**src/verilog/pipe_macros.svh**
```systemverilog
`ifndef PIPE_MACROS_SVH
`define PIPE_MACROS_SVH

// datapath width
`define DATA_W 32

// register file address width
`define REG_ADDR_W 5

// number of stage registers between decoder and alu, 1 to 8
`define PIPE_STAGES 3

`endif

```
**src/verilog/isa_pkg.sv**
```systemverilog
package isa_pkg;

    // major opcode in inst[31:26]
    typedef enum logic [5:0] {
        OP_ADD  = 6'h01,
        OP_SUB  = 6'h02,
        OP_AND  = 6'h03,
        OP_OR   = 6'h04,
        OP_XOR  = 6'h05,
        OP_SLL  = 6'h06,
        OP_SRL  = 6'h07,
        OP_ADDI = 6'h08,
        OP_LUI  = 6'h09
    } opcode_e;

    typedef enum logic [3:0] {
        EX_NOP = 4'd0,
        EX_ADD = 4'd1,
        EX_SUB = 4'd2,
        EX_AND = 4'd3,
        EX_OR  = 4'd4,
        EX_XOR = 4'd5,
        EX_SLL = 4'd6,
        EX_SRL = 4'd7,
        EX_LUI = 4'd8
    } ex_op_e;

    // instruction word fields
    localparam int OPC_HI = 31;
    localparam int OPC_LO = 26;
    localparam int RD_HI  = 25;
    localparam int RD_LO  = 21;
    localparam int IMM_HI = 15;
    localparam int IMM_LO = 0;

endpackage

```
**src/verilog/trap_pkg.sv**
```systemverilog
package trap_pkg;

    // exception codes carried with each bundle
    typedef enum logic [1:0] {
        EXC_NONE          = 2'd0,
        EXC_ILLEGAL_INST  = 2'd1,
        EXC_MISALIGNED_PC = 2'd2
    } except_e;

endpackage
```
**src/verilog/stage_if.sv**
```systemverilog
`timescale 1ns/1ps
`include "pipe_macros.svh"

// one execute bundle between two pipeline stages
interface stage_if
    import isa_pkg::*;
    import trap_pkg::*;
();
    logic [`DATA_W-1:0]     inst;
    logic [`DATA_W-1:0]     pc;
    logic [`DATA_W-1:0]     operand1;
    logic [`DATA_W-1:0]     operand2;
    ex_op_e                 ex_op;
    logic [`REG_ADDR_W-1:0] rw_addr;
    logic                   rw_en;
    except_e                except_code;

    // consumer side
    modport i (
        input inst,
        input pc,
        input operand1,
        input operand2,
        input ex_op,
        input rw_addr,
        input rw_en,
        input except_code
    );

    // producer side
    modport o (
        output inst,
        output pc,
        output operand1,
        output operand2,
        output ex_op,
        output rw_addr,
        output rw_en,
        output except_code
    );
endinterface

```
**src/verilog/exec_alu.sv**
```systemverilog
`timescale 1ns/1ps
`include "pipe_macros.svh"

module exec_alu
    import isa_pkg::*;
    import trap_pkg::*;
(
    stage_if.i                     ex,
    output logic [`DATA_W-1:0]     result,
    output logic [`REG_ADDR_W-1:0] wr_addr,
    output logic                   wr_en,
    output except_e                except_code,
    output logic [`DATA_W-1:0]     pc
);

    logic [4:0] shamt;

    // shift amount from low bits of operand2
    assign shamt = ex.operand2[4:0];

    always_comb begin
        case (ex.ex_op)
            EX_ADD:  result = ex.operand1 + ex.operand2;
            EX_SUB:  result = ex.operand1 - ex.operand2;
            EX_AND:  result = ex.operand1 & ex.operand2;
            EX_OR:   result = ex.operand1 | ex.operand2;
            EX_XOR:  result = ex.operand1 ^ ex.operand2;
            EX_SLL:  result = ex.operand1 << shamt;
            EX_SRL:  result = ex.operand1 >> shamt;
            // immediate already sits in the upper half
            EX_LUI:  result = ex.operand2;
            default: result = '0;
        endcase
    end

    assign wr_addr     = ex.rw_addr;
    assign wr_en       = ex.rw_en;
    assign except_code = ex.except_code;
    assign pc          = ex.pc;

endmodule

```
**src/verilog/inst_decoder.sv**
```systemverilog
`timescale 1ns/1ps
`include "pipe_macros.svh"

module inst_decoder
    import isa_pkg::*;
    import trap_pkg::*;
(
    input  logic [`DATA_W-1:0] inst,
    input  logic [`DATA_W-1:0] pc,
    input  logic [`DATA_W-1:0] src1,
    input  logic [`DATA_W-1:0] src2,
    stage_if.o                 ex
);

    opcode_e                opcode;
    logic [`REG_ADDR_W-1:0] rd;
    logic [15:0]            imm16;
    logic [`DATA_W-1:0]     imm_sext;
    logic [`DATA_W-1:0]     imm_upper;
    logic                   misaligned;
    logic                   illegal;
    ex_op_e                 op_dec;
    except_e                exc;

    assign opcode     = opcode_e'(inst[OPC_HI:OPC_LO]);
    assign rd         = inst[RD_HI:RD_LO];
    assign imm16      = inst[IMM_HI:IMM_LO];
    assign imm_sext   = {{(`DATA_W-16){imm16[15]}}, imm16};
    assign imm_upper  = {imm16, {(`DATA_W-16){1'b0}}};
    assign misaligned = |pc[1:0];

    // opcode to alu operation
    always_comb begin
        illegal = 1'b0;
        case (opcode)
            OP_ADD:  op_dec = EX_ADD;
            OP_SUB:  op_dec = EX_SUB;
            OP_AND:  op_dec = EX_AND;
            OP_OR:   op_dec = EX_OR;
            OP_XOR:  op_dec = EX_XOR;
            OP_SLL:  op_dec = EX_SLL;
            OP_SRL:  op_dec = EX_SRL;
            OP_ADDI: op_dec = EX_ADD;
            OP_LUI:  op_dec = EX_LUI;
            default: begin
                op_dec  = EX_NOP;
                illegal = 1'b1;
            end
        endcase
    end

    // misaligned pc wins over illegal opcode
    always_comb begin
        if (misaligned) begin
            exc = EXC_MISALIGNED_PC;
        end else if (illegal) begin
            exc = EXC_ILLEGAL_INST;
        end else begin
            exc = EXC_NONE;
        end
    end

    always_comb begin
        ex.inst     = inst;
        ex.pc       = pc;
        ex.operand1 = src1;
        case (opcode)
            OP_ADDI: ex.operand2 = imm_sext;
            OP_LUI:  ex.operand2 = imm_upper;
            default: ex.operand2 = src2;
        endcase
        ex.ex_op       = (exc == EXC_NONE) ? op_dec : EX_NOP;
        ex.rw_addr     = rd;
        ex.rw_en       = (rd != '0) && (exc == EXC_NONE);
        ex.except_code = exc;
    end

endmodule

```
**src/verilog/mini_exec_pipe.sv**
```systemverilog
`timescale 1ns/1ps
`include "pipe_macros.svh"

module mini_exec_pipe
    import trap_pkg::*;
(
    input  logic                   clk,
    input  logic                   rst,
    input  logic                   flush,
    input  logic                   stall,
    input  logic                   in_valid,
    input  logic [`DATA_W-1:0]     in_inst,
    input  logic [`DATA_W-1:0]     in_pc,
    input  logic [`DATA_W-1:0]     in_src1,
    input  logic [`DATA_W-1:0]     in_src2,
    output logic                   in_ready,
    input  logic                   out_ready,
    output logic                   out_valid,
    output logic [`DATA_W-1:0]     out_pc,
    output logic [`DATA_W-1:0]     out_result,
    output logic [`REG_ADDR_W-1:0] out_rd,
    output logic                   out_we,
    output except_e                out_except
);

    // entry 0 is the decoder, entry k the output of stage k
    stage_if sif [`PIPE_STAGES+1] ();

    logic [`PIPE_STAGES:0] valid_chain;
    logic [`PIPE_STAGES:0] ready_chain;

    assign valid_chain[0]            = in_valid;
    assign ready_chain[`PIPE_STAGES] = out_ready;

    inst_decoder inst_decoder_i (
        .inst (in_inst),
        .pc   (in_pc),
        .src1 (in_src1),
        .src2 (in_src2),
        .ex   (sif[0])
    );

    genvar k;
    generate
        for (k = 0; k < `PIPE_STAGES; k++) begin : g_stage
            stage_reg stage_reg_i (
                .clk      (clk),
                .rst      (rst),
                .flush    (flush),
                .stall    (stall),
                .ls_valid (valid_chain[k]),
                .ns_ready (ready_chain[k+1]),
                .ts_valid (valid_chain[k+1]),
                .ts_ready (ready_chain[k]),
                .id_info  (sif[k]),
                .ex_info  (sif[k+1])
            );
        end
    endgenerate

    exec_alu exec_alu_i (
        .ex          (sif[`PIPE_STAGES]),
        .result      (out_result),
        .wr_addr     (out_rd),
        .wr_en       (out_we),
        .except_code (out_except),
        .pc          (out_pc)
    );

    // handshake ends of the chain
    assign in_ready  = ready_chain[0];
    assign out_valid = valid_chain[`PIPE_STAGES];

endmodule

```
**src/verilog/stage_reg.sv**
```systemverilog
`timescale 1ns/1ps

module stage_reg
    import isa_pkg::*;
    import trap_pkg::*;
(
    input  logic clk,
    input  logic rst,
    input  logic flush,
    input  logic stall,
    input  logic ls_valid,
    input  logic ns_ready,
    output logic ts_valid,
    output logic ts_ready,
    stage_if.i   id_info,
    stage_if.o   ex_info
);

    logic valid_q;
    logic load;

    // empty or draining, and never while the pipe is stalled
    assign ts_ready = !stall && (!valid_q || ns_ready);
    assign ts_valid = !stall && valid_q;
    assign load     = ls_valid && ts_ready;

    always_ff @(posedge clk) begin
        if (rst || flush) begin
            valid_q <= 1'b0;
        end else if (ts_ready) begin
            valid_q <= ls_valid;
        end
    end

    // bundle stays put unless a new one is taken
    always_ff @(posedge clk) begin
        if (rst || flush) begin
            ex_info.inst        <= '0;
            ex_info.pc          <= '0;
            ex_info.operand1    <= '0;
            ex_info.operand2    <= '0;
            ex_info.ex_op       <= EX_NOP;
            ex_info.rw_addr     <= '0;
            ex_info.rw_en       <= 1'b0;
            ex_info.except_code <= EXC_NONE;
        end else if (load) begin
            ex_info.inst        <= id_info.inst;
            ex_info.pc          <= id_info.pc;
            ex_info.operand1    <= id_info.operand1;
            ex_info.operand2    <= id_info.operand2;
            ex_info.ex_op       <= id_info.ex_op;
            ex_info.rw_addr     <= id_info.rw_addr;
            ex_info.rw_en       <= id_info.rw_en;
            ex_info.except_code <= id_info.except_code;
        end
    end

endmodule

```
**config.mk**
```make
export PLATFORM = sky130hd
export DESIGN_NAME = mini_exec_pipe
export DESIGN_NICKNAME = d
export VERILOG_FILES = /design/src/verilog/isa_pkg.sv /design/src/verilog/trap_pkg.sv /design/src/verilog/stage_if.sv /design/src/verilog/exec_alu.sv /design/src/verilog/inst_decoder.sv /design/src/verilog/mini_exec_pipe.sv /design/src/verilog/stage_reg.sv
export VERILOG_INCLUDE_DIRS = /design/src /design/src/verilog
export SDC_FILE = /design/constraint.sdc
export NUM_CORES = 1
export LEC_CHECK = 0
export BUFFER_PORTS_ARGS = -buffer_cell sky130_fd_sc_hd__buf_4
export CAP_MARGIN = 15
export CORE_ASPECT_RATIO = 1.5
export CORE_MARGIN = 4
export CORE_UTILIZATION = 54
export CTS_BUF_LIST = sky130_fd_sc_hd__clkbuf_8 sky130_fd_sc_hd__clkbuf_16
export DETAILED_ROUTE_END_ITERATION = 16
export PLACE_DENSITY = 0.83
export SLEW_MARGIN = 20
export SYNTH_ARGS = -nofsm -noshare
export SYNTH_HDL_FRONTEND = slang
export SYNTH_SLANG_ARGS = --single-unit
```
**constraint.sdc**
```tcl
create_clock -name clk -period 4.3 [get_ports clk]
set_clock_uncertainty 0.2 [all_clocks]
set_input_delay 0.43 -clock clk [delete_from_list [all_inputs] [get_ports clk]]
set_output_delay 0.43 -clock clk [all_outputs]
set_load 0.05 [all_outputs]
```
==> results by group <==
STA
  • Final Max Slew Viols: 0
  • RSZ-0062 raised after global routing: true
  • Slew HR: 27.9%
  • Min Tclk post-route: 4970 ps
  • Setup TNS: -10,220 ps
  • Finish-stage setup viols: 23
  • Endpoints failing hold: 1
  • Hold slack: -2.88 ps
  • Setup slack after layout: -672 ps
  • F_max: 201 MHz
  • Slew @ Worst Pin: 1080 ps
  • Fin crit share: 116%

Run status
  • Failing checks: negative hold slack, negative setup slack
  • Outcome: finished with violations

Route
  • DR iter-0 viols: 2,648
  • WL final: 80,800 µm
  • Drc violations: 0
  • First-pass DRT Iterations: 7
  • Post-DRT Antenna Nets: 0
  • Drt via density: 6.31
  • Via count: 21,821
  • DR WL/cell: 23.4 µm

Place
  • PortBufs: 202
  • Area post-placement: 22,900 µm²
  • GPL Wtd Cong: 1.07
  • Post-DP HPWL: 53,300 µm
  • Placed cells: 3,262

Logic synthesis
  • Post-synth EDFFs: 0
  • Synthesized netlist net count: 2,783
  • Sequential share of the synthesized area: 33.4%
  • Flops & latches, synth: 327
  • Post-Syn Area: 19,600 µm²
  • Gate count of the mapped netlist: 2,551
  • Synth unique cells: 82
  • Mean Syn Cell Area: 7.68 µm²
  • Yosys warns: 0
  • Post-synthesis async set-or-reset flop share: 0%
  • Post-synth top flop: dfxtp_1

Layout
  • Layout cell share with drive strength beyond 1: 26.1%
  • Most frequent cells in the layout: nand2_1 (662), buf_4 (419), a21oi_1 (351)
  • Synthesis-to-layout area growth: 34.1%
  • Final instance area: 26,300 µm²
  • Final nets: 3,187
  • Layout Cells excl Fill: 3,456
  • Most common library cell in the layout ignoring fill and taps: nand2_1

Pwr
  • Register share of total power: 51.0%
  • Sw power: 0.00135 W
  • Clock share of power: 42.8%
  • Max VDD drop: 0.410 mV
  • PwrDens: 229 nW/µm²
  • Switching share of power: 22.4%
  • Pint: 0.00466 W
  • Combinational power share: 6.2%
  • Total Power: 0.00601 W
  • Leakage power: 9.99 nW

GRT
  • Total global routing overflow: 0
  • Antenna violations before repair: 3
  • Total Routing Usage GR: 39.0%
  • Vias in the first global route: 21,340
  • Largest net degree at the start of global routing: 110
  • First-pass GRT wire length: 121,000 µm

CTS
  • H-Tree Depth: 1
  • Skew-Pair Late Insertion Delay: 550 ps
  • Root buffer cell: clkbuf_16
  • TritonCTS clock tree: done
  • Num CTS Buffers: 26
  • Worst-path clk slew: 70 ps
  • Clk sink count: 327
  • Clock Tree Buf Depth: 3

Setup path
  • Critical Path, Cell by Cell: clkinvlp_4, ha_4, nand4_1, buf_4, o31ai_4, xnor2_2, ha_1, a211o_1, a211oi_2, buf_4, a21boi_4, o31ai_4, buf_6, a21oi_2, mux2_4, o211ai_1, buf_4
  • Startpoint types: flip-flop
  • CP required: 3670 ps
  • Slowest stage delay, CP: 360 ps
  • Crit path top cell by count: buf_4
  • Critical path class: reg -> out
  • Critical path data arrival time: 4340 ps
  • CP max-delay cell: dfxtp_4
  • CP max FO: 3
  • WP buf/inv: 5
  • Kind of end point of the critical path: primary output
  • Cell family with most CP delay: compound AO/OA/AOI/OAI gates

Flow run
  • Maxcap violations: 0

Die
  • Chip height: 241 µm
  • Area of the die: 39,500 µm²
  • IO Count: 208
  • Row Count: 85
  • Initial Utilization: 54.7%
  • Die width: 164 µm
  • Core box area: 35,800 µm²

Worst hold path
  • Hold Path Class: in -> reg
==> registers in the layout, indices dropped and copies added (netlist names) <==
name / flops
g_stage.stage_reg_i.ex_info.operand1: 96
g_stage.stage_reg_i.ex_info.operand2: 96
g_stage.stage_reg_i.ex_info.pc: 96
g_stage.stage_reg_i.ex_info.rw_addr: 15
g_stage.stage_reg_i.ex_info.ex_op: 12
g_stage.stage_reg_i.ex_info.except_code: 6
g_stage.stage_reg_i.ex_info.rw_en: 3
g_stage.stage_reg_i.valid_q: 3
==> synthesized netlist by cell type (all sizes together) (4+ instances only) <==
master	n	area, µm²
a221o	4	40.0
o32ai	5	43.8
a21oi	373	1870
dfxtp	327	6550
and3	26	163
o21ai	89	449
xor2	11	96.3
mux4	70	1580
nand3	31	155
a2111oi	4	35.0
a221oi	22	205
or3	13	91.3
a21o	18	135
o22ai	14	87.6
ha	97	1210
o31ai	9	67.6
nor3	44	231
a22oi	26	195
o221ai	7	61.3
nand4	6	52.6
a211oi	29	218
a31oi	26	163
buf	37	188
and2	8	52.6
mux2	8	90.1
nor2b	10	62.6
or4	5	45.0
o21a	8	60.1
xnor2	39	342
inv	79	297
o211ai	15	113
clkbuf	163	612
o2111ai	4	35.0
or2	5	31.3
mux2i	30	300
o311ai	5	43.8
nor4	4	40.0
nor2	148	556
nand2b	12	75.1
nand2	673	2530
==> cell families after synthesis <==
logic type,count (synthesis),share of synthesized area [%]
AOI/OAI and AO/OA,694,21.2
xor gates and xnor gates,50,2.23
adders and majority gates,98,6.30
buffers and inverters,279,5.59
DFF,327,33.4
muxes,108,10.0
and+or+nand+nor,995,21.3
==> tightest hold or removal path, stage by stage <==
cell and delay [ps]:
buf_4 80, a211oi_1 50, nor3_1 140
==> area by class of cell <==
| class | count | area, µm² |
|---|---|---|
| sequential | 327 | 6560 |
| multi-input combinational | 1945 | 13000 |
| clock inverter | 20 | 225 |
| clock buffer | 28 | 701 |
| timing repair buffer | 576 | 4840 |
| inverter | 79 | 300 |
| antenna | 3 | 7.51 |
| tap | 478 | 598 |
| fill | 2546 | 9560 |
==> metrics by stage <==
| stage | util, % | hold WS (ps) | setup WS, ps |
|---|---|---|---|
| finish | 73.3 | -2.88 | -672 |
| global route | 73.3 | 17.5 | -731 |
| CTS | 71.5 | 0.951 | -604 |
| detailed placement | 63.9 | 241 | -233 |
| global placement | 63.9 | 236 | -173 |
| floorplan | - | 225 | -178 |
==> worst paths after layout <==
check / end / depth (start not counted) / slack (ps) / start
hold / removal: g_stage[0].stage_reg_i.ex_info.operand2[0]$_SDFFE_PP0P_ / 3 / -3 / in_src2[0]
hold reg to reg: g_stage[1].stage_reg_i.ex_info.pc[21]$_SDFFE_PP0P_ / 2 / 250 / g_stage[0].stage_reg_i.ex_info.pc[21]$_SDFFE_PP0P_
setup reg to reg: g_stage[0].stage_reg_i.ex_info.operand2[27]$_SDFFE_PP0P_ / 7 / 1310 / g_stage[2].stage_reg_i.valid_q$_SDFFE_PP0P_
setup / recovery: out_result[19] / 17 / -670 / g_stage[2].stage_reg_i.ex_info.operand2[0]$_SDFFE_PP0P_
==> power by group through the flow <==
stage          Combinational, W  Clock, W  Sequential, W
6_report               0.000372   0.00257        0.00307
5_1_grt                0.000395   0.00270        0.00307
4_1_cts                0.000355   0.00258        0.00306
3_5_place_dp           0.000279         0        0.00313
3_3_place_gp           0.000275         0        0.00313
2_1_floorplan          0.000134         0        0.00313
==> per-layer routing <==
| metal | up-vias | global-route usage, % | wire, µm |
|---|---|---|---|
| met2 | 1414 | 66.6 | 39000 |
| met4 | 2 | 28.7 | 7380 |
| met3 | 450 | 6.21 | 6930 |
| li1 | 9721 | - | - |
| met1 | 10234 | 43.8 | 27500 |
| met5 | - | 0 | 18 |
==> what timing repair did <==
action                     in CTS  in global routing
hold endpoints to repair       95                  0
gates resized for setup       127                102
buffers inserted               24                 21
pin swaps                      79                 92
hold buffers                  103                  0
setup endpoints to repair      24                 28
(Power assumes the default switching activity.)
